**src/source/arena_pkg.sv**
```systemverilog
package arena_pkg;

    localparam int grid_w = 80;
    localparam int grid_h = 60;
    localparam int cell_count = grid_w * grid_h;

    typedef logic [12:0] cell_addr_t;   // x + y * grid_w
    typedef logic [6:0] cell_x_t;
    typedef logic [5:0] cell_y_t;

    typedef logic [1:0] cell_t;         // 0..2 player trail
    localparam cell_t cell_empty = 2'd3;

    // turning right adds one, left subtracts one
    typedef logic [1:0] dir_t;
    localparam dir_t dir_up = 2'd0;
    localparam dir_t dir_right = 2'd1;
    localparam dir_t dir_down = 2'd2;
    localparam dir_t dir_left = 2'd3;

    localparam int num_players = 3;
    localparam cell_x_t [num_players-1:0] start_x = {7'd45, 7'd35, 7'd40};
    localparam cell_y_t [num_players-1:0] start_y = {6'd35, 6'd35, 6'd25};
    localparam dir_t [num_players-1:0] start_dir = {dir_right, dir_left, dir_up};

    localparam int disp_ticks = 32;     // pause after a round

    localparam int tick_w = 24;
    localparam logic [tick_w-1:0] tick_period_rst = 24'd2_000_000;
    localparam logic [tick_w-1:0] tick_period_min = 24'd32;
    localparam logic [num_players-1:0] player_mask_rst = 3'b111;
    localparam logic [3:0] reg_tick = 4'h0;
    localparam logic [3:0] reg_mask = 4'h4;

    localparam logic [1:0] seq_idle = 2'd0;
    localparam logic [1:0] seq_game = 2'd1;
    localparam logic [1:0] seq_disp = 2'd2;

    localparam logic [3:0] step_write = 4'd10;  // first trail write clock
    localparam logic [3:0] step_move = 4'd13;

endpackage

```
**src/source/game_sequencer.sv**
```systemverilog
module game_sequencer (
    input  logic CLOCK_50,
    input  logic reset_game,
    input  logic [arena_pkg::tick_w-1:0] tick_period,
    input  logic start,
    input  logic arena_clear,
    input  logic round_over,
    output logic game_tick,
    output logic clearing,
    output logic running,
    output logic round_end
);
    import arena_pkg::*;

    logic [tick_w-1:0] tick_cnt;
    logic [1:0] state;
    logic [1:0] state_next;
    logic [5:0] disp_cnt;

    always_ff @(posedge CLOCK_50) begin
        if (reset_game) begin
            tick_cnt <= '0;
            game_tick <= 1'b0;
        end else if (tick_cnt >= tick_period - 1'b1) begin  // >= in case the period shrank
            tick_cnt <= '0;
            game_tick <= 1'b1;
        end else begin
            tick_cnt <= tick_cnt + 1'b1;
            game_tick <= 1'b0;
        end
    end

    always_comb begin
        state_next = state;
        if (game_tick) begin
            case (state)
                seq_idle: if (start && arena_clear) state_next = seq_game;
                seq_game: if (round_over) state_next = seq_disp;
                default: if (disp_cnt == 6'(disp_ticks - 1)) state_next = seq_idle;
            endcase
        end
    end

    always_ff @(posedge CLOCK_50) begin
        if (reset_game) begin
            state <= seq_idle;
            clearing <= 1'b0;
            running <= 1'b0;
            round_end <= 1'b0;
            disp_cnt <= '0;
        end else begin
            state <= state_next;
            clearing <= (state_next == seq_idle);
            running <= (state_next == seq_game);
            round_end <= (state == seq_game) && (state_next == seq_disp);
            if (state != seq_disp)
                disp_cnt <= '0;
            else if (game_tick)
                disp_cnt <= disp_cnt + 1'b1;
        end
    end

endmodule

```
**config.mk**
```make
export PLATFORM = sky130hd
export DESIGN_NAME = game_sequencer
export DESIGN_NICKNAME = d
export VERILOG_FILES = /design/src/source/arena_pkg.sv /design/src/source/game_sequencer.sv
export SDC_FILE = /design/constraint.sdc
export NUM_CORES = 1
export LEC_CHECK = 0
export ABC_AREA = 1
export BUFFER_PORTS_ARGS = -buffer_cell sky130_fd_sc_hd__buf_2
export CORE_MARGIN = 5
export CORE_UTILIZATION = 60
export CTS_CLUSTER_DIAMETER = 200
export CTS_CLUSTER_SIZE = 14
export DETAILED_ROUTE_END_ITERATION = 16
export HOLD_SLACK_MARGIN = 0.03
export PLACE_DENSITY = 0.88
export SETUP_SLACK_MARGIN = 0.05
export SLEW_MARGIN = 5
export SYNTH_ARGS = -nofsm -noshare
export SYNTH_HDL_FRONTEND = slang
export SYNTH_SLANG_ARGS = --single-unit
```
**constraint.sdc**
```tcl
create_clock -name CLOCK_50 -period 3.2 [get_ports CLOCK_50]
set_input_delay 0 -clock CLOCK_50 [delete_from_list [all_inputs] [get_ports CLOCK_50]]
set_output_delay 0 -clock CLOCK_50 [all_outputs]
set_load 0.005 [all_outputs]
```
==> metrics.yaml <==
crit_path_end_kind: "register"
cts_buffers: 5
p_total_w: 0.000905
yosys-top-cells-area: "dfxtp_1 (25%), nand2_1 (13%), ha_1 (12%), nor2_1 (10%), inv_1 (7.1%)"
ys.flop_type: "dfxtp_1"
rsz0062_at_grt: "false"
finalHoldViolCount: 0
pwr-share-comb_pct: 12.3
crit_type: "in2reg"
syn_area_um2: 2850
cts_root_buf: "clkbuf_8"
ctsHtreeMaxLevel: 2
ys_seq_elements: 36
slowest_delay_ns: 0.39
drive_gt1_share_pct: 13.1
skew_ns: 0.00356
fmax_mhz: 420
slew_headroom_pct: 68.3
syn_to_final_growth_pct: 11.3
cts_tree: "built"
fp.dieH_um: 78.9
vias: 2666
first_pass_iters: 4
antenna_found_initial: 0
core_area_um2: 4660
grt_usage_pct: 20.6
grt_pass1_wl_um: 10700
first_iter_violations: 117
avgSynthCellArea_um2: 6.76
num_io_pins: 33
arrival_ns: 2.59
post-route-min-period_ns: 2.38
p_seq_share_pct: 50.5
yosys_warnings: 0
status: "finished clean"
worstPathCellList: "buf_2, nor2_2, nand2_1, nor2_1, nand2_1, nor2_4, nand2_1, xnor2_1, inv_1, ha_1, a21o_1, nor2_1, nand2_1, a21oi_2, nand3_2, nor2_1"
required_ns: 3.40
slew_violations: 0
syn-num-nets: 477
irDropWorstVdd_mv: 0.153
cts_resized: 0
finalNetCount: 514
synthArstFlopShare_pct: 0
place.gp.congestion: 0.818
syn_inst: 421
cts.sinks: 36
yosys.area.top_type_share_pct: 25.3
rows: 25
grt_max_degree: 25
numPortBuffers: 32
path_buf_inv: 2
clk_pin_slew_ns: 0.06
start_kind: "input port"
globalRouteOverflowTotal: 0
drt_wl_total_um: 5860
fp.dieArea_um2: 6220
postCtsSetupRepairBufs: 0
cts_buffer_depth: 2
crit_top_cell: "nand2_1"
p_per_area_nw_per_um2: 285
tns_ns: 0
diodes: 0
clk-insertion-delay-late_ns: 0.28
viasPerCell: 5.21
p_clk_share_pct: 37.2
wl_per_cell_um: 11.4
power.internal_w: 0.000690
crit_fanout: 24
drc: 0
grt_pass1_vias: 2646
synth_cell_types: 36
die_x_um: 78.9
switchingPower_w: 0.000215
fin_crit_sh_pct: 74.5
final_common_cell: "nand2_1"
worst_pin_slew_ns: 0.472
p_sw_share_pct: 23.7
synth-edff-count: 0
synth_largest_area_cell: "dfxtp_1"
cp_slowest_cell: "nand3_2"
maxCapViolations: 0
setup_viol: 0
antenna_left: 0
p_leak_nw: 1.52
yosysSeqAreaShare_pct: 25.3
path_delay_family: "simple AND/OR/NAND/NOR gates"
hp-class: "in2reg"
initial_core_util_pct: 61.1
fillers: 389
dp_hpwl_um: 4890
final_cell_mix: "nand2_1 (99), nor2_1 (77), inv_1 (54), dfxtp_1 (36), buf_2 (32)"
[power by group through the flow]
stage | logic (W) | clock network (W) | registers (W)
2_1_floorplan | 0.0000689 | 0 | 0.000466
3_3_place_gp | 0.000105 | 0 | 0.000467
4_1_cts | 0.000111 | 0.000343 | 0.000457
5_1_grt | 0.000128 | 0.000355 | 0.000458
3_5_place_dp | 0.000110 | 0 | 0.000467
6_report | 0.000111 | 0.000337 | 0.000457
[final timing paths]
check,endpoint,slack [ns],cells after the start,startpoint
min reg2reg,tick_cnt[0],0.48,1,tick_cnt[0]
max reg2reg,tick_cnt[5],1.19,10,tick_cnt[3]
max,tick_cnt[5],0.82,16,tick_period[4]
min,state[0],0.09,4,round_over
[state kept, by name, indices dropped and copies added, names as in the netlist]
signal	cells
clearing	1
round_end	1
tick_cnt	24
state	2
game_tick	1
disp_cnt	6
running	1
[cells in the mapped netlist, types with 2 or more instances]
cell      count
a21o_1        2
a21oi_1      10
and2_1        2
buf_2         3
dfxtp_1      36
ha_1         27
inv_1        54
nand2_1      99
nand2_4       2
nand3_1      19
nand3_2       3
nand3b_1      3
nand4_1       5
nor2_1       77
nor2_2        3
nor2_4        3
nor3_1       13
nor3_2        2
o21ai_0       5
o21ai_1       2
xnor2_1      15
xor2_1       22
[metrics by stage]
| stage | hold slack (ns) | instances | instance area, um2 | worst slack [ns] | utilization [%] |
|---|---|---|---|---|---|
| 6_report | 0.0881 | 512 | 3170 | 0.816 | 68.0 |
| 3_3_place_gp | 0.292 | 504 | 3060 | 0.701 | 65.7 |
| 5_1_grt | 0.155 | 512 | 3170 | 0.468 | 68.0 |
| 2_1_floorplan | 0.237 | 421 | 2850 | 1.11 | - |
| 4_1_cts | 0.0885 | 512 | 3170 | 0.848 | 68.0 |
| 3_5_place_dp | 0.295 | 504 | 3060 | 0.569 | 65.7 |
[per-layer routing]
layer  track usage (%)  share of wire, %  routed length, um  vias to the layer above
met1              23.7                44               2550                     1177
li1                  -                 -                  -                     1401
met4              7.39               1.6                 92                        0
met5                 0                 0                  0                        -
met3              2.38               5.3                311                        9
met2              39.0                50               2900                       79
[worst register-to-register path, stage by stage (launching register included)]
cell,delay [ns]
dfxtp_1,0.47
ha_1,0.29
nand2_1,0.10
nor2_1,0.05
nor2_1,0.08
nand2_1,0.07
nand2_1,0.05
nand2_1,0.07
nand2_1,0.11
nand3_2,0.40
nor2_1,0.24
[final cells by class]
cell class              count  area, um2  share of cell area [%]
clock buffers               7       96.3                    3.04
multi-input cells         326       1900                    60.0
repair buffers             34        178                    5.60
flip-flops and latches     36        721                    22.7
inverters                  55        206                    6.51
well taps                  54       67.6                    2.13
[kinds of logic after synthesis]
group	count (synthesis)	synth area share [%]
AND/OR/NAND/NOR	236	38.0
buffers and inverters	59	7.91
XOR/XNOR	37	11.4
flip-flops	36	25.3
adder cells (fa/ha/maj)	27	11.9
AO/OA/AOI/OAI	25	5.18
multiplexers	1	0.352
[repair_timing]
item | CTS | global route
endpoints found under the setup margin | 0 | 0
hold buffers | 1 | 0
endpoints found under the hold margin | 5 | 0
Power figures use the tool's default switching activity.
