--- config.mk ---
export PLATFORM = sky130hd
export DESIGN_NAME = score_display
export DESIGN_NICKNAME = d
export VERILOG_FILES = /design/src/source/arena_pkg.sv /design/src/source/video_pkg.sv /design/src/source/score_display.sv
export SDC_FILE = /design/constraint.sdc
export NUM_CORES = 1
export LEC_CHECK = 0
export BUFFER_PORTS_ARGS = -buffer_cell sky130_fd_sc_hd__buf_2
export CAP_MARGIN = 20
export CORE_UTILIZATION = 40
export CTS_CLUSTER_SIZE = 10
export DETAILED_ROUTE_END_ITERATION = 7
export PLACE_DENSITY = 0.58
export SYNTH_ARGS = -nofsm -noshare
export SYNTH_HDL_FRONTEND = slang
export SYNTH_SLANG_ARGS = --single-unit
--- constraint.sdc ---
create_clock -name CLOCK_50 -period 5.17 [get_ports CLOCK_50]
set_input_delay 1.034 -clock CLOCK_50 [delete_from_list [all_inputs] [get_ports CLOCK_50]]
set_output_delay 1.034 -clock CLOCK_50 [all_outputs]
set_load 0.05 [all_outputs]
--- src/source/arena_pkg.sv ---
package arena_pkg;

    localparam int grid_w = 80;
    localparam int grid_h = 60;
    localparam int cell_count = grid_w * grid_h;

    typedef logic [12:0] cell_addr_t;   // x + y * grid_w
    typedef logic [6:0] cell_x_t;
    typedef logic [5:0] cell_y_t;

    typedef logic [1:0] cell_t;         // 0..2 player trail
    localparam cell_t cell_empty = 2'd3;

    // turning right adds one, left subtracts one
    typedef logic [1:0] dir_t;
    localparam dir_t dir_up = 2'd0;
    localparam dir_t dir_right = 2'd1;
    localparam dir_t dir_down = 2'd2;
    localparam dir_t dir_left = 2'd3;

    localparam int num_players = 3;
    localparam cell_x_t [num_players-1:0] start_x = {7'd45, 7'd35, 7'd40};
    localparam cell_y_t [num_players-1:0] start_y = {6'd35, 6'd35, 6'd25};
    localparam dir_t [num_players-1:0] start_dir = {dir_right, dir_left, dir_up};

    localparam int disp_ticks = 32;     // pause after a round

    localparam int tick_w = 24;
    localparam logic [tick_w-1:0] tick_period_rst = 24'd2_000_000;
    localparam logic [tick_w-1:0] tick_period_min = 24'd32;
    localparam logic [num_players-1:0] player_mask_rst = 3'b111;
    localparam logic [3:0] reg_tick = 4'h0;
    localparam logic [3:0] reg_mask = 4'h4;

    localparam logic [1:0] seq_idle = 2'd0;
    localparam logic [1:0] seq_game = 2'd1;
    localparam logic [1:0] seq_disp = 2'd2;

    localparam logic [3:0] step_write = 4'd10;  // first trail write clock
    localparam logic [3:0] step_move = 4'd13;

endpackage

--- src/source/video_pkg.sv ---
package video_pkg;

    localparam int screen_w = 160;
    localparam int screen_h = 120;

    // rrggbb
    typedef logic [5:0] colour_t;
    localparam colour_t [2:0] player_colour = {6'b111000, 6'b001100, 6'b011111};
    localparam colour_t empty_colour = 6'b000001;

    // active low, bit 0 is segment a
    typedef logic [6:0] seg_t;
    localparam seg_t [9:0] seg_digits = {
        7'b0010000, 7'b0000000, 7'b1111000, 7'b0000010, 7'b0010010,
        7'b0011001, 7'b0110000, 7'b0100100, 7'b1111001, 7'b1000000
    };

endpackage

--- src/source/score_display.sv ---
module score_display (
    input  logic CLOCK_50,
    input  logic reset_game,
    input  logic round_end,
    input  logic [arena_pkg::num_players-1:0] alive,
    output video_pkg::seg_t hex0,
    output video_pkg::seg_t hex1,
    output video_pkg::seg_t hex2,
    output video_pkg::seg_t hex3,
    output video_pkg::seg_t hex4,
    output video_pkg::seg_t hex5
);
    import arena_pkg::*;
    import video_pkg::*;

    logic [6:0] score [num_players];
    seg_t seg_tens [num_players];
    seg_t seg_units [num_players];

    always_ff @(posedge CLOCK_50) begin
        if (reset_game) begin
            for (int p = 0; p < num_players; p++)
                score[p] <= '0;
        end else if (round_end) begin
            for (int p = 0; p < num_players; p++) begin
                if (alive[p])
                    score[p] <= (score[p] == 7'd99) ? '0 : score[p] + 1'b1;  // wraps at 100
            end
        end
    end

    always_comb begin
        for (int p = 0; p < num_players; p++) begin
            seg_tens[p] = seg_digits[4'(score[p] / 7'd10)];
            seg_units[p] = seg_digits[4'(score[p] % 7'd10)];
        end
    end

    // player 0 on the left pair
    assign hex5 = seg_tens[0];
    assign hex4 = seg_units[0];
    assign hex3 = seg_tens[1];
    assign hex2 = seg_units[1];
    assign hex1 = seg_tens[2];
    assign hex0 = seg_units[2];

endmodule

==> metrics.txt, run 1 <==
WP data required 4.14 ns; total power approximately 1.4 mW; clock slew at reported path FFs ~0.080 ns; register area share after synthesis about 18%; crit path max fanout 5; Worst Path Arrival 3.99 ns; largest net degree at the start of global routing 21; drt total wl 8.34 mm; initial drt markers ~150; Nets between 500 and 600; max_slew headroom a little over a third; worst hold stages 1; area of the core just under 9000 um2; Syn Std Cell Area around 3600 um2; Final Hold Fails 0; asr flop ratio synth 0%; top flop regs score x21; hold buffer count at cts 0; Root Buffer clkbuf_8; Synth Area per Inst 7.96 um2; Post-Syn Instances ~450; Top Ports 48; Hold Path Origin score[0][0]; Startpoint Class register; Non-Filler Instances between 600 and 700; R2R Path Start score[0][2]; Total GRT Usage around 17%; # clock sinks 21; Congestion Overflow GR 0; fin crit share a little over nine tenths; CTS buffer count 3; WS Path Type register to output pin; Peak VDD IR between 0.2 and 0.3 mV; status finished, final reports clean; register area about 630 um2; Slew @ Worst Pin 0.946 ns; vias post-DR approximately 3.4k; design area roughly 4400 um2; Antenna Nets Post-Route 0; post-synth net total between 400 and 500; Post-synth EDFFs 21; Die Wd around 97 um; reg2reg path depth 5; dpl cell area between 4000 and 5000 um2; DR vias/cell roughly 5.4; Largest register FFs 21; DRC violations left 0; top_reg_cell synth edfxtp_1; Worst Setup End Kind output pin; final core occ about 51%; Filler cells 832; pins over their slew limit 0; area of the multi-input gates 2920 um2; P per Cell Area about 310 nW/um2; Post-DP HPWL a little over 6 mm; DP Cell Count 596; H-tree Lvls 1; PortBufs 47; # rows 34; Initial Utilization about two fifths; first-pass GRT wire length roughly 13 mm; Peak Freq between 150 and 200 MHz; chip height about 97 um; RePlAce Congestion 0.894; # diodes 0; Layout area overhead 24.0%; setup tns final 0 ns; clk_skew ~0.0031 ns; final period demand of the worst path ~5 ns; WHS Endpoint score[0][0]; reg-to-reg setup timing slack about 3.4 ns; First-pass DRT Iterations 4; layout cells sized above 1 approximately 30%; Largest Register score; worst-skew pair later-pin latency 0.26 ns; TritonCTS clock tree done; Setup-failing EPs final 0; Netlist cell types 83; die area slightly above 9000 um2; YS warnings 0; vias in the first global route around 2.9k; Max-Cap Viols 0; post-DR wirelength/cell 13.4 um; Hold WC Path Type register to register; leakage 1.93 nW; register bit count reported by yosys 21; terminus of the critical flop-to-flop path score[0][5]; CTS max path bufs 2; initial antenna violation count 0; RSZ-0062 raised after global routing yes
cells in the mapped netlist (4+ instances only):
master    instances  area (um2)
nor2_1           46         173
ha_1             43         538
nand2_1          34         128
inv_1            28         105
a21oi_1          26         130
edfxtp_1         21         631
nand3_1          20         100
o21ai_0          20         100
xnor2_1          17         149
buf_2            16        80.1
mux2i_1          10         100
nand2b_1          8        50.1
nor2b_1           8        50.1
o21a_1            8        60.1
xor2_1            8        70.1
nor3_1            7        35.0
a21o_1            6        45.0
a31oi_1           6        37.5
and2_1            6        37.5
clkbuf_1          6        22.5
o22ai_1           6        37.5
nor3b_1           5        37.5
a211oi_1          4        30.0
and3_1            4        25.0
and3b_1           4        35.0
o21ai_1           4        20.0
placed cells by master, fill, tap and decap left out, types with 5 or more instances in the layout:
cell type,Yosys,layout
nand2b_1,8,8
nand2_1,34,32
o21ai_1,4,5
ha_4,0,5
a21oi_1,26,22
edfxtp_1,21,21
a31oi_1,6,5
o21a_1,8,8
nor2_1,46,45
and2_1,6,6
ha_1,43,37
nor2b_1,8,7
xor2_1,8,8
o22ai_1,6,6
buf_2,16,43
nand3_1,20,19
xnor2_1,17,15
mux2i_1,10,9
inv_1,28,25
a21o_1,6,6
o21ai_0,20,18
buf_4,2,42
metrics by stage:
stage	hold slack [ns]	worst slack (ns)
floorplan	0.618	-0.0660
global placement	0.680	0.167
detailed placement	0.676	-0.00859
CTS	0.687	0.0145
global route	0.697	-0.0522
finish	0.677	0.146
kinds of logic (layout without fill, tap and decap cells):
group,count (synthesis),in the layout,synth area share [%]
AND/OR/NAND/NOR,162,162,23.1
adder cells (fa/ha/maj),45,45,15.6
multiplexers,10,10,2.80
flip-flops,21,21,17.6
XOR/XNOR,26,26,6.58
buffers and inverters,58,124,7.49
AO/OA/AOI/OAI,127,127,26.7
power breakdown:
part           total, mW  internal [mW]  switching [mW]
registers          0.230          0.202          0.0279
logic               1.06          0.359           0.701
clock network      0.106         0.0536          0.0522
total               1.40          0.614           0.781
critical path, cell delays in order, from the launching register on:
cell,delay [ns]
edfxtp_1,0.49
inv_4,0.11
ha_4,0.21
or2_4,0.25
a311oi_4,0.29
xnor2_2,0.18
o21a_4,0.19
or2_4,0.14
ha_4,0.15
inv_4,0.05
nor4_4,0.23
o22a_2,0.21
o21ai_2,0.07
xnor2_2,0.15
ha_2,0.23
nand2_4,0.11
a21oi_2,0.07
a311oi_2,0.32
a31oi_4,0.12
buf_6,0.17
how the worst max path moves through the flow:
stage          cells past startpoint       to        start
3_3_place_gp                      18  hex4[6]  score[0][4]
6_report                          19  hex4[6]  score[0][4]
4_1_cts                           20  hex4[6]  score[0][4]
3_5_place_dp                      19  hex4[6]  score[0][5]
2_1_floorplan                     18  hex4[5]  score[0][4]
5_1_grt                           18  hex4[6]  score[0][4]
area by class of cell:
class / count / share of cell area (%)
inverters: 31 / 2.74
clock buffers: 3 / 0.932
flip-flops and latches: 21 / 14.2
clock inverters: 1 / 0.113
multi-input cells: 370 / 66.0
repair buffers: 89 / 13.0
well taps: 108 / 3.05
metal layers:
layer | part of all wire, % | track usage, %
met2 | 48 | 29.2
met1 | 49 | 24.7
met3 | 2.7 | 0.939
met5 | 0 | 0
met4 | 0.84 | 3.68
repair_timing:
action,in CTS,in global routing
setup endpoints to repair,6,10
setup buffers,5,18
endpoints found under the hold margin,0,0
pin swaps,6,24
gates resized for setup,20,19
Power figures use the tool's default switching activity.
==> run 2: changes to the inputs <==
--- a/config.mk
+++ b/config.mk
@@ -7,6 +7,7 @@
 export LEC_CHECK = 0
 export BUFFER_PORTS_ARGS = -buffer_cell sky130_fd_sc_hd__buf_2
 export CAP_MARGIN = 20
+export CORE_MARGIN = 3
 export CORE_UTILIZATION = 40
 export CTS_CLUSTER_SIZE = 10
 export DETAILED_ROUTE_END_ITERATION = 7
==> metrics.txt, run 2 (synthesis gave the netlist of run 1 again) <==
terminus of the critical flop-to-flop path score[0][5]; max_slew headroom around a third; Total GRT Usage between 10% and 20%; Congestion Overflow GR 0; Peak VDD IR approximately 0.23 mV; # diodes 0; post-DR wirelength/cell about 14 um; CTS max path bufs 2; commonest non-fill, non-tap cell in the layout nor2_1; pre-CTS setup slack -0.0340 ns; Hold Path Origin score[0][14]; DRC violations left 0; vias in the first global route between 2k and 3k; Hold WC Path Type register to register; Largest register FFs 21; Final Hold Fails 0; dpl cell area approximately 4000 um2; first-pass GRT wire length 13.7 mm; die area 10100 um2; crit path max fanout 4; Top Ports 48; chip height between 100 and 150 um; largest net degree at the start of global routing 18; WHS Endpoint score[0][14]; top flop regs score x21; initial antenna violation count 0; reg2reg path depth 5; design area 4340 um2; Root Buffer clkbuf_8; P per Cell Area around 320 nW/um2; Antenna Nets Post-Route 0; reg-to-reg setup timing slack 3.33 ns; TritonCTS clock tree done; RePlAce Congestion ~0.9; layout cells sized above 1 28.1%; PnR worst setup slack 0.118 ns; leakage around 1.9 nW; Worst Path Arrival around 4 ns; Initial Utilization a little over two fifths; Nets around 560; worst hold stages 1; Slew @ Worst Pin approximately 0.99 ns; # rows 33; fin crit share a little over nine tenths; initial drt markers ~120; Peak Freq 198 MHz; Post-DP HPWL just over 6 mm; Fin Hold WS approximately 0.7 ns; PortBufs 47; Filler cells slightly below 800; Worst Setup End Kind output pin; Die Wd between 100 and 150 um; clk_skew between 0.006 and 0.007 ns; Max-Cap Viols 0; H-tree Lvls 1; WP data required 4.14 ns; Layout area overhead 21.5%; R2R Path Start score[0][2]; vias post-DR between 3k and 4k; Startpoint Class register; Setup-failing EPs final 0; drt total wl between 8 and 9 mm; pins over their slew limit 0; status finished, final reports clean; clock slew at reported path FFs 0.07 ns; DR vias/cell between 5 and 6; Largest Register score; final period demand of the worst path 5.05 ns; First-pass DRT Iterations 4; worst-skew pair later-pin latency between 0.2 and 0.3 ns; # clock sinks 21; most frequent cells in the layout nor2_1 (46), buf_2 (43), ha_1 (38), buf_4 (38), nand2_1 (33); CTS buffer count 3; WS Path Type register to output pin; area of the core 8460 um2
run 2: cell types whose count changed in the layout (fill, tap and decap cells not counted), sizes merged:
cell    before  now
clkinv       1    0
buf         89   82
clkbuf       3    5
run 2: what timing repair did:
item,CTS,global route
pin swaps,11,11
gates cloned,0,0
gates resized for setup,13,19
hold buffers,0,0
setup buffers,11,5
setup endpoints to repair,6,13
run 2: worst max-delay path, stage by stage, from the launching register on:
cell,delay (ns)
edfxtp_1,0.47
inv_4,0.11
ha_4,0.21
or2_4,0.26
a311oi_4,0.27
xnor2_2,0.12
o21a_4,0.23
or2_4,0.24
ha_4,0.17
inv_4,0.07
buf_4,0.12
o22ai_2,0.12
o21ai_4,0.24
xnor2_4,0.11
ha_4,0.20
nand2_2,0.09
nor3_2,0.05
a311oi_2,0.35
a31oi_4,0.15
buf_6,0.18
run 2: area by class of cell:
class                           instances  area [um2]  area share, %
Sequential cell                        21         631           14.5
Multi-Input combinational cell        370        2900           66.7
Timing Repair Buffer                   83         519           12.0
Clock buffer                            4        45.0           1.04
Tap cell                              105         131           3.03
Inverter                               31         121           2.79
run 2: worst max-delay path by stage:
| stage | end | slack (ns) | cells after the start | startpoint |
|---|---|---|---|---|
| floorplan | hex4[5] | -0.07 | 18 | score[0][4] |
| global placement | hex4[6] | 0.09 | 19 | score[0][4] |
| detailed placement | hex4[6] | -0.03 | 18 | score[0][4] |
| CTS | hex4[6] | 0.004 | 20 | score[0][4] |
| global route | hex4[6] | -0.04 | 20 | score[0][4] |
| finish | hex4[6] | 0.12 | 19 | score[0][4] |
run 2: metrics by stage:
| step | total power, mW | setup TNS [ns] | utilization, % | cells |
|---|---|---|---|---|
| CTS | 1.36 | 0 | 49.9 | 609 |
| finish | 1.39 | 0 | 51.3 | 614 |
| floorplan | 1.02 | -0.151 | - | 449 |
| global route | 1.48 | -0.0500 | 51.3 | 614 |
| global placement | 1.20 | 0 | 47.6 | 594 |
| detailed placement | 1.21 | -0.0340 | 47.6 | 594 |
run 2: metal layers:
layer / global-route usage (%) / up-vias / share of wire [%]
li1: - / 1744 / -
met1: 22.8 / 1568 / 49
met2: 26.7 / 49 / 48
met3: 2.49 / 2 / 2.9
met4: 1.04 / 0 / 0.30
met5: 0 / - / 0
run 2: power by group:
| part | internal [mW] | total (mW) | leakage (nW) | switching, mW |
|---|---|---|---|---|
| combinational | 0.353 | 1.05 | 1.65 | 0.699 |
| sequential | 0.202 | 0.234 | 0.224 | 0.0314 |
| clock | 0.0548 | 0.103 | 0.0228 | 0.0481 |
