### config.mk
export PLATFORM = sky130hd
export DESIGN_NAME = cycle_arena_flat
export DESIGN_NICKNAME = d
export VERILOG_FILES = /design/src/source/arena_pkg.sv /design/src/source/arena_port_if.sv /design/src/source/cycle_arena.sv /design/src/flat_wrapper.sv
export SDC_FILE = /design/constraint.sdc
export NUM_CORES = 1
export LEC_CHECK = 0
export ABC_AREA = 1
export BUFFER_PORTS_ARGS = -buffer_cell sky130_fd_sc_hd__buf_2
export CORE_ASPECT_RATIO = 1.2
export CORE_MARGIN = 2
export CORE_UTILIZATION = 49
export DETAILED_ROUTE_END_ITERATION = 8
export GPL_TIMING_DRIVEN = 0
export PLACE_DENSITY = 0.67
export SLEW_MARGIN = 15
export SYNTH_ARGS = -nofsm -noshare
export SYNTH_HDL_FRONTEND = slang
export SYNTH_SLANG_ARGS = --single-unit
### constraint.sdc
create_clock -name CLOCK_50 -period 4 [get_ports CLOCK_50]
set_input_delay 0.8 -clock CLOCK_50 [delete_from_list [all_inputs] [get_ports CLOCK_50]]
set_output_delay 0.8 -clock CLOCK_50 [all_outputs]
set_load 0.005 [all_outputs]
### src/source/arena_pkg.sv
package arena_pkg;

    localparam int grid_w = 80;
    localparam int grid_h = 60;
    localparam int cell_count = grid_w * grid_h;

    typedef logic [12:0] cell_addr_t;   // x + y * grid_w
    typedef logic [6:0] cell_x_t;
    typedef logic [5:0] cell_y_t;

    typedef logic [1:0] cell_t;         // 0..2 player trail
    localparam cell_t cell_empty = 2'd3;

    // turning right adds one, left subtracts one
    typedef logic [1:0] dir_t;
    localparam dir_t dir_up = 2'd0;
    localparam dir_t dir_right = 2'd1;
    localparam dir_t dir_down = 2'd2;
    localparam dir_t dir_left = 2'd3;

    localparam int num_players = 3;
    localparam cell_x_t [num_players-1:0] start_x = {7'd45, 7'd35, 7'd40};
    localparam cell_y_t [num_players-1:0] start_y = {6'd35, 6'd35, 6'd25};
    localparam dir_t [num_players-1:0] start_dir = {dir_right, dir_left, dir_up};

    localparam int disp_ticks = 32;     // pause after a round

    localparam int tick_w = 24;
    localparam logic [tick_w-1:0] tick_period_rst = 24'd2_000_000;
    localparam logic [tick_w-1:0] tick_period_min = 24'd32;
    localparam logic [num_players-1:0] player_mask_rst = 3'b111;
    localparam logic [3:0] reg_tick = 4'h0;
    localparam logic [3:0] reg_mask = 4'h4;

    localparam logic [1:0] seq_idle = 2'd0;
    localparam logic [1:0] seq_game = 2'd1;
    localparam logic [1:0] seq_disp = 2'd2;

    localparam logic [3:0] step_write = 4'd10;  // first trail write clock
    localparam logic [3:0] step_move = 4'd13;

endpackage

### src/source/arena_port_if.sv
interface arena_port_if;
    import arena_pkg::*;

    cell_addr_t addr;
    cell_t wdata;
    logic wren;
    cell_t rdata;   // registered in the memory

    modport user (
        output addr, wdata, wren,
        input rdata
    );

    modport mem (
        input addr, wdata, wren,
        output rdata
    );

endinterface

### src/source/cycle_arena.sv
module cycle_arena (
    input  logic CLOCK_50,
    input  logic game_tick,
    input  logic clearing,
    input  logic running,
    input  logic [arena_pkg::num_players-1:0] turn_left,
    input  logic [arena_pkg::num_players-1:0] turn_right,
    input  logic [arena_pkg::num_players-1:0] player_mask,
    output logic arena_clear,
    output logic round_over,
    output logic [arena_pkg::num_players-1:0] alive,
    arena_port_if.user ram_a
);
    import arena_pkg::*;

    cell_addr_t clr_cnt;
    cell_x_t px [num_players];
    cell_y_t py [num_players];
    dir_t heading [num_players];
    logic [num_players-1:0] entrants;
    logic [3:0] step;       // 0 waits for a tick, 1..13 run the step
    logic [1:0] sel;
    logic off_grid;
    logic check_clk;
    logic [1:0] n_alive;
    logic [1:0] n_entrants;

    assign arena_clear = (clr_cnt == cell_addr_t'(cell_count));

    // player owning the current phase
    always_comb begin
        if (step >= step_write && step < step_move)
            sel = 2'(step - step_write);
        else if (step >= 4'd7)
            sel = 2'd2;
        else if (step >= 4'd4)
            sel = 2'd1;
        else
            sel = 2'd0;
    end

    // wrapped coordinates land past the edge too
    assign off_grid = (px[sel] >= cell_x_t'(grid_w)) || (py[sel] >= cell_y_t'(grid_h));
    assign check_clk = (step == 4'd3) || (step == 4'd6) || (step == 4'd9);

    always_comb begin
        n_alive = '0;
        n_entrants = '0;
        for (int p = 0; p < num_players; p++) begin
            n_alive += 2'(alive[p]);
            n_entrants += 2'(entrants[p]);
        end
    end

    // a lone entrant plays until it crashes
    assign round_over = (n_alive == 2'd0) || (n_alive == 2'd1 && n_entrants > 2'd1);

    always_comb begin
        ram_a.addr = cell_addr_t'(px[sel]) + cell_addr_t'(py[sel]) * cell_addr_t'(grid_w);
        ram_a.wdata = cell_t'(sel);
        ram_a.wren = running && step >= step_write && step < step_move && alive[sel];
        if (clearing) begin
            ram_a.addr = clr_cnt;
            ram_a.wdata = cell_empty;
            ram_a.wren = !arena_clear;
        end
    end

    always_ff @(posedge CLOCK_50) begin
        if (clearing) begin
            if (!arena_clear)
                clr_cnt <= clr_cnt + 1'b1;
            alive <= player_mask;
            entrants <= player_mask;
            step <= '0;
            for (int p = 0; p < num_players; p++) begin
                px[p] <= start_x[p];
                py[p] <= start_y[p];
                heading[p] <= start_dir[p];
            end
        end else begin
            clr_cnt <= '0;
            if (!running) begin
                step <= '0;
            end else if (step == '0) begin
                if (game_tick) begin
                    step <= 4'd1;
                    for (int p = 0; p < num_players; p++) begin
                        if (turn_right[p] && !turn_left[p])
                            heading[p] <= heading[p] + 1'b1;
                        else if (turn_left[p] && !turn_right[p])
                            heading[p] <= heading[p] - 1'b1;
                    end
                end
            end else begin
                step <= (step == step_move) ? '0 : step + 1'b1;
                if (check_clk && alive[sel] && (off_grid || ram_a.rdata != cell_empty))
                    alive[sel] <= 1'b0;     // crash
                if (step == step_move) begin
                    for (int p = 0; p < num_players; p++) begin
                        if (alive[p]) begin
                            case (heading[p])
                                dir_up: py[p] <= py[p] - 1'b1;
                                dir_right: px[p] <= px[p] + 1'b1;
                                dir_down: py[p] <= py[p] + 1'b1;
                                default: px[p] <= px[p] - 1'b1;
                            endcase
                        end
                    end
                end
            end
        end
    end

endmodule

### src/flat_wrapper.sv
// flat-port wrapper written by rule: the top's interface ports become plain ports
module cycle_arena_flat import arena_pkg::*;
  (CLOCK_50, game_tick, clearing, running, turn_left, turn_right, player_mask, arena_clear, round_over, alive, ram_a_addr, ram_a_wdata, ram_a_wren, ram_a_rdata);
  arena_port_if ram_a_i ();
  input  logic CLOCK_50;
  input  logic game_tick;
  input  logic clearing;
  input  logic running;
  input  logic [arena_pkg::num_players-1:0] turn_left;
  input  logic [arena_pkg::num_players-1:0] turn_right;
  input  logic [arena_pkg::num_players-1:0] player_mask;
  output logic arena_clear;
  output logic round_over;
  output logic [arena_pkg::num_players-1:0] alive;
  output wire logic [$bits(ram_a_i.addr)-1:0] ram_a_addr;
  output wire logic [$bits(ram_a_i.wdata)-1:0] ram_a_wdata;
  output wire logic [$bits(ram_a_i.wren)-1:0] ram_a_wren;
  input wire logic [$bits(ram_a_i.rdata)-1:0] ram_a_rdata;
  assign ram_a_addr = ram_a_i.addr;
  assign ram_a_wdata = ram_a_i.wdata;
  assign ram_a_wren = ram_a_i.wren;
  assign ram_a_i.rdata = ram_a_rdata;
  cycle_arena u_core (.CLOCK_50(CLOCK_50), .game_tick(game_tick), .clearing(clearing), .running(running), .turn_left(turn_left), .turn_right(turn_right), .player_mask(player_mask), .arena_clear(arena_clear), .round_over(round_over), .alive(alive), .ram_a(ram_a_i));
endmodule
==> impl_metrics.env <==
export IMPL_timing_fmax_mhz=252
export IMPL_rr_startpoint="u_core.step[2]"
export IMPL_drt_initial_drc_count=306
export IMPL_synth_top_family_by_area="simple AND/OR/NAND/NOR gates"
export IMPL_critical_path_endpoint="ram_a_addr[11]"
export IMPL_insertedDiodeCount=0
export IMPL_avgSynthCellArea_um2=7.75
export IMPL_r2r_slack_ps=1090
export IMPL_crit_buf_inv=4
export IMPL_ant_nets=0
export IMPL_cp_max_fo=7
export IMPL_synthCells=681
export IMPL_clock_latency_ps=340
export IMPL_max_stage_delay_ps=560
export IMPL_cts_root_buf="clkbuf_16"
export IMPL_hpwlAfterDp_mm=9.84
export IMPL_ys_ff_latch=68
export IMPL_ir_worst_vdd_mv=0.193
export IMPL_netlist_top_cells_area="edfxtp_1 (29%), ha_1 (11%), nand2_1 (9.2%)"
export IMPL_yosys_area_share_xor_xnor=0.0382
export IMPL_die_area_um2=11600
export IMPL_cp_start_kind="flip-flop"
export IMPL_p_leak_nw=2.91
export IMPL_grt_pass1_vias=4535
export IMPL_worst_slack_ps=31.6
export IMPL_worstReg2RegEnd="u_core.px[1][6]"
export IMPL_gr_max_usage_layer="met2"
export IMPL_rows=41
export IMPL_drc=0
export IMPL_ys_async_sr_fraction=0
export IMPL_synth_simple_gate_area_frac=0.256
export IMPL_cts_buffers=9
export IMPL_start_util=0.502
export IMPL_dpl_worst_slack_ps=-141
export IMPL_cts_hold_buf=0
export IMPL_synth_compound_area_frac=0.118
export IMPL_ff2ff_path_depth=16
export IMPL_path_class="reg -> out"
export IMPL_clk_pin_slew_ps=60
export IMPL_antenna_found_initial=0
export IMPL_grt_pass1_wl_mm=21.1
export IMPL_placedCellCount=845
export IMPL_routedWlPerCell_um=14.7
export IMPL_cts_buffer_depth=2
export IMPL_grt_use_met1=0.295
export IMPL_cpMostUsedCell="nor2_2"
export IMPL_clkSinkCount=68
export IMPL_synth_ff_type="edfxtp_1"
export IMPL_met2_usage=0.375
export IMPL_grt_max_degree=13
export IMPL_gp_congestion=0.951
export IMPL_hold_violations=0
export IMPL_p_int_mw=1.33
export IMPL_yosys_warnings=0
export IMPL_syn_area_um2=5280
export IMPL_cp_arrival_ps=3170
export IMPL_setup_violations=0
export IMPL_nets=809
export IMPL_drive_gt1_frac=0.175
export IMPL_ios=36
export IMPL_power_switching_uw=440
export IMPL_vias=4727
export IMPL_htree_levels=3
export IMPL_totalWireLength_mm=12.9
export IMPL_cp_data_required_time_ps=3200
export IMPL_synthMuxAreaShare=0
export IMPL_ys_seq_area_frac=0.355
export IMPL_outcome="complete, no violations"
export IMPL_stdcell_count=876
export IMPL_final_max_slew_violation_count=0
export IMPL_fp_dieW_um=98.7
export IMPL_synth_edf_count=51
export IMPL_rsz0062_at_grt="true"
export IMPL_met3_usage=0.0380
export IMPL_worst_pin_slew_ps=684
export IMPL_die_h_um=118
export IMPL_synth_nets=748
export IMPL_relSlewSlack=0.544
export IMPL_fin_skew_ps=6.07
export IMPL_swShare=0.249
export IMPL_grt_usage=0.225
export IMPL_ys_types=45
export IMPL_core_area_um2=10500
export IMPL_endpoint_kind="output port"
export IMPL_crit_slowest_cell="fa_2"
export IMPL_syn_to_final_growth_pct=16.9
export IMPL_portBuffers=35
export IMPL_crit_cells=18
export IMPL_drv_cap=0
export IMPL_critical_path_top_delay_family="simple AND/OR/NAND/NOR gates"
export IMPL_p_clk_frac=0.441
export IMPL_finalCritPeriodShare=0.992
export IMPL_first_pass_iters=5
export IMPL_synthAdderAreaFrac=0.133
export IMPL_grt_remaining_overflow=0
export IMPL_hold_path_class="reg -> reg"
export IMPL_synthDominantCellAreaShare=0.290
export IMPL_p_per_area_nw_per_um2=286
export IMPL_seq_power_share=0.451
export IMPL_finalWorstPathRequiredPeriod_ps=3970
export IMPL_vias_per_cell=5.40
export IMPL_critPathLaunch="u_core.step[1]"
export IMPL_power_frac_comb=0.109
export IMPL_path_cells="nand2_4 > inv_4 > nand2_2 > nand2_4 > nor2_4 > inv_4 > o211ai_4 > inv_2 > nor2_2 > nor2_2 > ha_2 > fa_2 > nand4_1 > nor2_2 > nand3_1 > nand3_1 > o21ai_1 > buf_2"
export IMPL_cts_tree="built"
export IMPL_synth_top_area_cell="edfxtp_1"
-- area by class of cell --
cell class | count | area (um^2)
inverter | 124 | 478
multi-input combinational | 477 | 3000
timing repair buffer | 51 | 299
sequential | 68 | 1880
fill | 946 | 4350
tap | 129 | 161
clock buffer | 10 | 229
buffer | 11 | 63.8
clock inverter | 6 | 55.1
-- sequential cells by signal, summed over array words and instances, names as in the netlist --
name             cells
u_core.alive         3
u_core.clr_cnt      13
u_core.entrants      3
u_core.heading       6
u_core.px           21
u_core.py           18
u_core.step          4
-- routing by layer --
metal / vias to the layer above / wire length, um
met5: - / 0
met4: 0 / 270
met2: 125 / 6220
li1: 2389 / -
met3: 23 / 684
met1: 2190 / 5680
-- kinds of logic (layout without fill, tap and decap cells) --
kind of cell / Yosys count / after routing
DFF: 68 / 68
buffers and inverters: 136 / 202
and+or+nand+nor: 292 / 292
AOI/OAI and AO/OA: 110 / 110
xor gates and xnor gates: 23 / 23
adders and majority gates: 52 / 52
-- how the worst min path moves through the flow --
| stage | start | endpoint | slack, ps | cells past startpoint |
|---|---|---|---|---|
| CTS | u_core.clr_cnt[7] | u_core.clr_cnt[7] | 500 | 2 |
| global placement | u_core.clr_cnt[7] | u_core.clr_cnt[7] | 480 | 2 |
| finish | u_core.step[0] | u_core.step[0] | 490 | 1 |
| detailed placement | u_core.clr_cnt[7] | u_core.clr_cnt[7] | 490 | 2 |
| global route | u_core.step[0] | u_core.step[0] | 510 | 1 |
| floorplan | u_core.clr_cnt[7] | u_core.clr_cnt[7] | 450 | 2 |
-- power by group through the flow --
stage	combinational [mW]	sequential [mW]	clock, mW
CTS	0.187	0.796	0.788
detailed placement	0.181	0.811	0
global placement	0.175	0.810	0
global route	0.219	0.799	0.813
floorplan	0.122	0.805	0
finish	0.192	0.797	0.779
-- cells in the mapped netlist, drive strengths merged, types with 4 or more instances --
master and instances:
ha 45, nand3 70, xnor2 7, nand4 10
buf 5, xor2 16, a21oi 42, nand3b 4
inv 123, nand2 134, o22ai 10, or2 13
o21ai 39, edfxtp 51, fa 7, dfxtp 17
nor3 11, nor2 47, clkbuf 7
-- through the flow --
stage / instance area [um^2] / power, mW / utilization / setup TNS (ps) / hold WS (ps)
2_1_floorplan: 5280 / 0.927 / - / 0 / 454
4_1_cts: 6070 / 1.77 / 0.577 / 0 / 502
3_5_place_dp: 5610 / 0.992 / 0.534 / -157 / 493
3_3_place_gp: 5610 / 0.985 / 0.534 / -77.2 / 483
6_report: 6170 / 1.77 / 0.587 / 0 / 493
5_1_grt: 6170 / 1.83 / 0.587 / -407 / 512
-- placed cells by master (no fill, tap or decap), types with 4 or more instances in the layout --
| master | Yosys | routed |
|---|---|---|
| o21ai_0 | 31 | 30 |
| nand3_2 | 3 | 5 |
| fa_1 | 7 | 6 |
| nand2_4 | 0 | 4 |
| xor2_1 | 16 | 15 |
| edfxtp_1 | 51 | 51 |
| inv_2 | 8 | 5 |
| clkbuf_16 | 0 | 9 |
| a21oi_1 | 42 | 39 |
| nand4_1 | 9 | 9 |
| nor2_2 | 1 | 9 |
| ha_1 | 45 | 44 |
| nand2_1 | 129 | 127 |
| nor3_1 | 9 | 9 |
| clkbuf_1 | 7 | 8 |
| buf_2 | 2 | 35 |
| or2_2 | 13 | 12 |
| xnor2_1 | 7 | 7 |
| o22ai_1 | 10 | 9 |
| buf_4 | 2 | 17 |
| dfxtp_1 | 17 | 14 |
| inv_4 | 0 | 5 |
| inv_1 | 115 | 113 |
| o21ai_1 | 8 | 9 |
| nand3b_1 | 4 | 4 |
| nand3_1 | 67 | 63 |
| nor2_1 | 43 | 35 |
-- timing repair --
item,4_1_cts,5_1_grt
setup endpoints to repair,5,4
pin swaps,14,16
gates resized for setup,32,16
buffers inserted,10,6
endpoints found under the hold margin,0,0
Note: power is estimated with default switching activity, not from simulation.
