$ cat config.mk
export PLATFORM = sky130hd
export DESIGN_NAME = trail_scanner_flat
export DESIGN_NICKNAME = d
export VERILOG_FILES = /design/src/source/arena_pkg.sv /design/src/source/video_pkg.sv /design/src/source/arena_port_if.sv /design/src/source/trail_scanner.sv /design/src/flat_wrapper.sv
export SDC_FILE = /design/constraint.sdc
export NUM_CORES = 1
export LEC_CHECK = 0
export BUFFER_PORTS_ARGS = -buffer_cell sky130_fd_sc_hd__buf_4
export CORE_MARGIN = 2
export CORE_UTILIZATION = 52
export CTS_BUF_LIST = sky130_fd_sc_hd__clkbuf_8
export CTS_CLUSTER_SIZE = 10
export DETAILED_ROUTE_END_ITERATION = 12
export GPL_TIMING_DRIVEN = 0
export PLACE_DENSITY = 0.82
export SLEW_MARGIN = 20
export SYNTH_ARGS = -nofsm -noshare
export SYNTH_HDL_FRONTEND = slang
export SYNTH_SLANG_ARGS = --single-unit
$ cat constraint.sdc
create_clock -name CLOCK_50 -period 2.9 [get_ports CLOCK_50]
set_clock_uncertainty 0.15 [all_clocks]
set_input_delay 0.29 -clock CLOCK_50 [delete_from_list [all_inputs] [get_ports CLOCK_50]]
set_output_delay 0.29 -clock CLOCK_50 [all_outputs]
set_load 0.02 [all_outputs]
$ cat src/source/arena_pkg.sv
package arena_pkg;

    localparam int grid_w = 80;
    localparam int grid_h = 60;
    localparam int cell_count = grid_w * grid_h;

    typedef logic [12:0] cell_addr_t;   // x + y * grid_w
    typedef logic [6:0] cell_x_t;
    typedef logic [5:0] cell_y_t;

    typedef logic [1:0] cell_t;         // 0..2 player trail
    localparam cell_t cell_empty = 2'd3;

    // turning right adds one, left subtracts one
    typedef logic [1:0] dir_t;
    localparam dir_t dir_up = 2'd0;
    localparam dir_t dir_right = 2'd1;
    localparam dir_t dir_down = 2'd2;
    localparam dir_t dir_left = 2'd3;

    localparam int num_players = 3;
    localparam cell_x_t [num_players-1:0] start_x = {7'd45, 7'd35, 7'd40};
    localparam cell_y_t [num_players-1:0] start_y = {6'd35, 6'd35, 6'd25};
    localparam dir_t [num_players-1:0] start_dir = {dir_right, dir_left, dir_up};

    localparam int disp_ticks = 32;     // pause after a round

    localparam int tick_w = 24;
    localparam logic [tick_w-1:0] tick_period_rst = 24'd2_000_000;
    localparam logic [tick_w-1:0] tick_period_min = 24'd32;
    localparam logic [num_players-1:0] player_mask_rst = 3'b111;
    localparam logic [3:0] reg_tick = 4'h0;
    localparam logic [3:0] reg_mask = 4'h4;

    localparam logic [1:0] seq_idle = 2'd0;
    localparam logic [1:0] seq_game = 2'd1;
    localparam logic [1:0] seq_disp = 2'd2;

    localparam logic [3:0] step_write = 4'd10;  // first trail write clock
    localparam logic [3:0] step_move = 4'd13;

endpackage

$ cat src/source/video_pkg.sv
package video_pkg;

    localparam int screen_w = 160;
    localparam int screen_h = 120;

    // rrggbb
    typedef logic [5:0] colour_t;
    localparam colour_t [2:0] player_colour = {6'b111000, 6'b001100, 6'b011111};
    localparam colour_t empty_colour = 6'b000001;

    // active low, bit 0 is segment a
    typedef logic [6:0] seg_t;
    localparam seg_t [9:0] seg_digits = {
        7'b0010000, 7'b0000000, 7'b1111000, 7'b0000010, 7'b0010010,
        7'b0011001, 7'b0110000, 7'b0100100, 7'b1111001, 7'b1000000
    };

endpackage

$ cat src/source/arena_port_if.sv
interface arena_port_if;
    import arena_pkg::*;

    cell_addr_t addr;
    cell_t wdata;
    logic wren;
    cell_t rdata;   // registered in the memory

    modport user (
        output addr, wdata, wren,
        input rdata
    );

    modport mem (
        input addr, wdata, wren,
        output rdata
    );

endinterface

$ cat src/source/trail_scanner.sv
module trail_scanner (
    input  logic CLOCK_50,
    input  logic reset_game,
    input  logic [arena_pkg::num_players-1:0] alive,
    output logic [$clog2(video_pkg::screen_w)-1:0] x,
    output logic [$clog2(video_pkg::screen_h)-1:0] y,
    output video_pkg::colour_t colour,
    output logic plot,
    arena_port_if.user ram_b
);
    import arena_pkg::*;
    import video_pkg::*;

    cell_x_t cx;
    cell_y_t cy;
    logic [2:0] phase;      // 0-1 fetch, 2-5 plot
    cell_t cell_q;
    logic live;
    logic owner_dead;

    assign live = (cell_q != cell_empty) && alive[cell_q];
    assign owner_dead = (cell_q != cell_empty) && !alive[cell_q];

    assign plot = (phase >= 3'd2);
    assign x = {cx, (phase == 3'd3) || (phase == 3'd5)};
    assign y = {cy, (phase == 3'd4) || (phase == 3'd5)};
    assign colour = live ? player_colour[cell_q] : empty_colour;

    // dead trails are wiped while they are drawn
    assign ram_b.addr = cell_addr_t'(cx) + cell_addr_t'(cy) * cell_addr_t'(grid_w);
    assign ram_b.wdata = cell_empty;
    assign ram_b.wren = plot && owner_dead;

    always_ff @(posedge CLOCK_50) begin
        if (reset_game) begin
            phase <= '0;
            cx <= cell_x_t'(grid_w - 1);
            cy <= cell_y_t'(grid_h - 1);
        end else if (phase == 3'd5) begin
            phase <= '0;
            if (cx == '0) begin
                cx <= cell_x_t'(grid_w - 1);
                cy <= (cy == '0) ? cell_y_t'(grid_h - 1) : cy - 1'b1;
            end else begin
                cx <= cx - 1'b1;
            end
        end else begin
            phase <= phase + 1'b1;
        end
    end

    // code held for all four pixels
    always_ff @(posedge CLOCK_50) begin
        if (phase == 3'd1)
            cell_q <= ram_b.rdata;
    end

endmodule

$ cat src/flat_wrapper.sv
// flat-port wrapper written by rule: the top's interface ports become plain ports
module trail_scanner_flat import arena_pkg::*; import video_pkg::*;
  (CLOCK_50, reset_game, alive, x, y, colour, plot, ram_b_addr, ram_b_wdata, ram_b_wren, ram_b_rdata);
  arena_port_if ram_b_i ();
  input  logic CLOCK_50;
  input  logic reset_game;
  input  logic [arena_pkg::num_players-1:0] alive;
  output logic [$clog2(video_pkg::screen_w)-1:0] x;
  output logic [$clog2(video_pkg::screen_h)-1:0] y;
  output video_pkg::colour_t colour;
  output logic plot;
  output wire logic [$bits(ram_b_i.addr)-1:0] ram_b_addr;
  output wire logic [$bits(ram_b_i.wdata)-1:0] ram_b_wdata;
  output wire logic [$bits(ram_b_i.wren)-1:0] ram_b_wren;
  input wire logic [$bits(ram_b_i.rdata)-1:0] ram_b_rdata;
  assign ram_b_addr = ram_b_i.addr;
  assign ram_b_wdata = ram_b_i.wdata;
  assign ram_b_wren = ram_b_i.wren;
  assign ram_b_i.rdata = ram_b_rdata;
  trail_scanner u_core (.CLOCK_50(CLOCK_50), .reset_game(reset_game), .alive(alive), .x(x), .y(y), .colour(colour), .plot(plot), .ram_b(ram_b_i));
endmodule
==> results.cfg, run 1 <==
[min_path]
min_to = u_core.cell_q[0]
holdPathStages = 1
hp-class = in -> reg
hold_start = ram_b_rdata[0]

[clocking]
ctsHtreeMaxLevel = 1
cts_sinks = 18
clk_pin_slew_ps = 70
cts_tree = yes
clockRootBuffer = clkbuf_8
clock_path_buffers = 2
cts-hold-fix-buffers = 0
clk_latency_ps = 260
cts_buffers = 3

[setup_path]
crit_arrival_ps = 2340
cp-end-kind = primary output
r2r_cells = 6
cp_data_required_time_ps = 2460
r2r-start = u_core.phase[1]
critPathMaxFanout = 8
rrSetupSlack_ps = 740
start_kind = flop
crit-reg2reg-capture = u_core.cy[4]
crit_type = reg -> out

[floorplan]
die_area_mm2 = 0.00304
io_pins = 45
initial_utilization_pct = 54.8
chipWidth_um = 55.1
die_h_um = 55.1
rows = 18
core_area_mm2 = 0.00248

[global_route]
grt_pass1_vias = 1081
grt_max_degree = 11
grt_overflow_total = 0
track_usage_pct = 20.9
grt_pass1_wl_mm = 4.59
antenna_found_initial = 0

[synthesis]
synth.top_cell.area_share_pct = 23.6
yosys.area.top_type = dfxtp_1
synthCells = 151
synthArstFlopShare_pct = 0
seq_area_frac_synth_pct = 28.0
ys_ff_latch = 18
postSynthAreaPerCell_um2 = 9.00
mappedNetlistArea_mm2 = 0.00136
synthMostInstantiatedCell = ha_1
synth_edf_count = 2
synth.distinct_cells = 43
synthFlopType = dfxtp_1
synth_warnings = 0
synth_commonest_cells = ha_1, dfxtp_1, nor2_1
ys_top_cells_by_area = dfxtp_1, ha_1, xnor2_1, edfxtp_1, a21oi_1

[detailed_routing]
wirelength_mm = 3.07
antenna_left = 0
drt_iter0_markers = 6
dr.pass1.iters = 4
routed_via_density = 5.51
drc = 0
wl_per_cell_um = 13.2
vias = 1284

[finish]
drive_above_1_share_pct = 37.9
final-seq-area_um2 = 392
fin_nets = 231
n_antenna_cell = 0
multi_input_area_um2 = 942
fin_util_pct = 75.7
fillers = 194
area_growth_pct = 37.9

[flow_run]
drv_cap = 0

[sta]
fmax_mhz = 360
finalMaxSlewViolations = 0
setup_violations = 0
tns_ps = 0
fin_crit_ps = 2780
period_share_pct = 95.7
fin_ws_ps = 124
hold_violations = 0

[pwr]
p_int_uw = 417
leakage_nw = 0.855
p_per_area_mw_per_mm2 = 297
comb_power_share_pct = 15.8
power_frac_clock_pct = 37.0
vdd_drop_max_v = 0.000250
swShare_pct = 25.1
power.net_switching_uw = 140
pwr-share-seq_pct = 47.2

[placement]
post-place-ws_ps = 56.2
io_buffer_count = 42
place.gp.congestion = 0.727
place_hpwl_mm = 2.31

[outcome]
status = finished, final reports clean
how the worst max path moves through the flow:
stage                                 to          from
after global routing      ram_b_addr[12]  u_core.cy[2]
after detailed placement  ram_b_addr[12]  u_core.cy[3]
after floorplan           ram_b_addr[12]  u_core.cy[3]
final                     ram_b_addr[11]  u_core.cy[2]
after global placement    ram_b_addr[11]  u_core.cy[3]
after CTS                 ram_b_addr[11]  u_core.cy[1]
cell type report:
type,count,share of cell area [%]
clock buffer,4,2.94
sequential,18,20.9
timing repair buffer,47,18.8
buffer,9,3.07
tap,30,2.00
multi-input combinational,115,50.3
inverter,10,2.00
metal layers:
layer | share of wire (%) | up-vias | wire, um | GRT usage (%)
li1 | - | 628 | - | -
met1 | 42 | 604 | 1280 | 24.0
met2 | 50 | 43 | 1520 | 37.9
met3 | 6.1 | 9 | 187 | 2.96
met4 | 2.6 | 0 | 79 | 9.76
met5 | 0 | - | 0 | 0
metrics by stage:
step	std cells	total power, mW	cell area [um^2]	hold slack [ps]
6_report	233	0.557	1870	59.0
5_1_grt	233	0.580	1870	50.7
4_1_cts	228	0.557	1800	59.1
3_5_place_dp	224	0.359	1720	320
3_3_place_gp	224	0.356	1720	320
2_1_floorplan	152	0.323	1370	234
critical path, cell delays in order, from the launching register on:
cell	delay, ps
dfxtp_2	440
ha_1	310
fa_2	460
a21o_1	190
a21oi_2	170
xor2_2	200
xnor2_1	140
buf_4	160
cells in the final DEF (no fill, tap or decap), drive strengths merged, types with 2 or more instances in the layout:
| master | count |
|---|---|
| a211o | 3 |
| a21o | 3 |
| a21oi | 9 |
| buf | 53 |
| clkbuf | 7 |
| conb | 2 |
| dfxtp | 16 |
| edfxtp | 2 |
| fa | 2 |
| ha | 18 |
| inv | 10 |
| nand2 | 10 |
| nand2b | 3 |
| nand3 | 3 |
| nand3b | 3 |
| nand4b | 3 |
| nor2 | 12 |
| nor3 | 2 |
| nor3b | 2 |
| nor4 | 3 |
| o21ai | 4 |
| o31ai | 2 |
| or2 | 3 |
| or3 | 2 |
| xnor2 | 8 |
| xor2 | 5 |
kinds of logic (layout without fill, tap and decap cells):
family / after synthesis / count (layout) / synth area share, %
other: 1 / 2 / 0.276
and+or+nand+nor: 51 / 51 / 21.9
AOI/OAI and AO/OA: 28 / 28 / 14.2
DFF: 18 / 18 / 28.0
adders and majority gates: 20 / 20 / 19.5
xor gates and xnor gates: 13 / 13 / 8.38
muxes: 1 / 1 / 0.737
buffers and inverters: 19 / 70 / 7.00
flip-flops by register name, indices dropped and copies added (netlist names):
register,count
u_core.cell_q,2
u_core.cx,7
u_core.cy,6
u_core.phase,3
power by group through the flow:
stage / logic, mW / clock network [mW] / registers (mW)
2_1_floorplan: 0.0531 / 0 / 0.270
3_3_place_gp: 0.0864 / 0 / 0.270
3_5_place_dp: 0.0882 / 0 / 0.271
4_1_cts: 0.0890 / 0.205 / 0.263
5_1_grt: 0.0970 / 0.219 / 0.264
6_report: 0.0882 / 0.206 / 0.263
repair_timing:
action	in CTS	in global routing
cloned	0	0
gates resized for setup	9	6
pin swaps	1	8
setup endpoints to repair	3	3
buffers inserted	0	5
(Power assumes the default switching activity.)
==> run 2, diff against run 1 <==
--- a/config.mk
+++ b/config.mk
@@ -11,8 +11,8 @@
 export CTS_BUF_LIST = sky130_fd_sc_hd__clkbuf_8
 export CTS_CLUSTER_SIZE = 10
 export DETAILED_ROUTE_END_ITERATION = 12
-export GPL_TIMING_DRIVEN = 0
 export PLACE_DENSITY = 0.82
+export RECOVER_POWER = 50
 export SLEW_MARGIN = 20
 export SYNTH_ARGS = -nofsm -noshare
 export SYNTH_HDL_FRONTEND = slang
==> results.cfg, run 2 (synthesis gave the netlist of run 1 again) <==
[placement]
io_buffer_count = 42
dp.cells = 218
place_hpwl_mm = 2.19
place.gp.congestion = 0.771

[flow_run]
drv_cap = 0

[finish]
instances_no_fill = 222
layout_commonest_cell = buf_4
layout_common_cells = buf_4, ha_1, clkbuf_1, dfxtp_1, nor2_1
n_antenna_cell = 0
fin_nets = 220
largest_register_ffs = 7
top_regs = u_core.cx (7), u_core.cy (6), u_core.phase (3)
drive_above_1_share_pct = 26.0
area_growth_pct = 27.4
regMostFlops = u_core.cx

[floorplan]
chipWidth_um = 55.1
rows = 18
die_h_um = 55.1
io_pins = 45
core_area_mm2 = 0.00248
die_area_mm2 = 0.00304
initial_utilization_pct = 54.8

[setup_path]
cp_slowest_cell = fa_2
crit_type = reg -> out
crit_chain = ha_1 > ha_2 > fa_2 > a21o_1 > a21oi_2 > xor2_2 > xnor2_1 > buf_4
crit_arrival_ps = 2410
cpPeakStageDelay_ps = 410
cp_data_required_time_ps = 2460
critPathMaxFanout = 2
start_kind = flop
cp-end-kind = primary output

[clocking]
cts_tree = yes
cts-hold-fix-buffers = 0
cts_sinks = 18
clk_pin_slew_ps = 70
clock_path_buffers = 2
cts_buffers = 3
clockRootBuffer = clkbuf_8
clk_latency_ps = 260
ctsHtreeMaxLevel = 1

[detailed_routing]
antenna_left = 0
vias = 1195
routed_via_density = 5.38
wirelength_mm = 2.99
wl_per_cell_um = 13.5
drt_iter0_markers = 15
dr.pass1.iters = 4
drc = 0

[global_route]
grt_pass1_wl_mm = 4.48
antenna_found_initial = 0
grt_pass1_vias = 1048
grt_max_degree = 16
grt_overflow_total = 0
track_usage_pct = 20.9

[outcome]
status = finished, final reports clean

[sta]
finalMaxSlewViolations = 0
fin_crit_ps = 2850
fmax_mhz = 351
setup_violations = 0
holdWs_ps = 82.1
period_share_pct = 98.3
hold_violations = 0

[pwr]
leakage_nw = 0.765
p_per_area_mw_per_mm2 = 321
vdd_drop_max_v = 0.000324

[min_path]
hp-class = in -> reg
==> run 2: area by class of cell <==
type,count,area [um^2]
Multi-Input combinational cell,115,938
Timing Repair Buffer,45,282
Fill cell,220,746
Tap cell,30,37.5
Inverter,10,37.5
Sequential cell,18,382
Clock buffer,4,55.1
==> run 2: timing repair <==
item	4_1_cts	5_1_grt
setup endpoints to repair	2	3
resized for setup	3	8
pin swaps	1	4
setup buffers	0	0
==> run 2: worst max-delay path, delay by kind of cell (launching register included) <==
kind                     cells  cell delay (ps)
adder cells (fa/ha/maj)      3              910
XOR/XNOR                     2              380
flip-flops                   1              320
AO/OA/AOI/OAI                2              380
buffers and inverters        1              170
==> run 2: final timing paths <==
kind	cells after the start	slack [ps]	start	endpoint
worst max register to register	6	750	u_core.phase[1]	u_core.cy[4]
worst max-delay path	8	50	u_core.cy[1]	ram_b_addr[11]
worst min-delay path	1	80	ram_b_rdata[1]	u_core.cell_q[1]
worst min register to register	1	350	u_core.phase[0]	u_core.phase[0]
==> run 2: routing by layer <==
| metal | vias up | wire length [um] | global-route usage [%] |
|---|---|---|---|
| met2 | 42 | 1500 | 36.5 |
| li1 | 602 | - | - |
| met5 | - | 0 | 0 |
| met3 | 2 | 167 | 2.42 |
| met1 | 549 | 1300 | 25.1 |
| met4 | 0 | 25 | 11.0 |
==> run 2: power by group <==
group / internal [mW] / total (mW) / switching, mW
Sequential: 0.259 / 0.266 / 0.00782
Clock: 0.121 / 0.209 / 0.0885
Combinational: 0.0345 / 0.0806 / 0.0461
Total: 0.414 / 0.556 / 0.142
==> run 2: per-stage QoR <==
stage / setup TNS [ps] / setup WS, ps / power [mW] / area, um^2 / util [%]
finish: 0 / 50.6 / 0.556 / 1730 / 69.9
global route: -57.1 / -36.3 / 0.577 / 1730 / 69.9
CTS: 0 / 8.55 / 0.564 / 1750 / 70.7
detailed placement: 0 / 174 / 0.355 / 1690 / 68.0
global placement: 0 / 331 / 0.352 / 1690 / 68.0
floorplan: 0 / 135 / 0.323 / 1370 / -
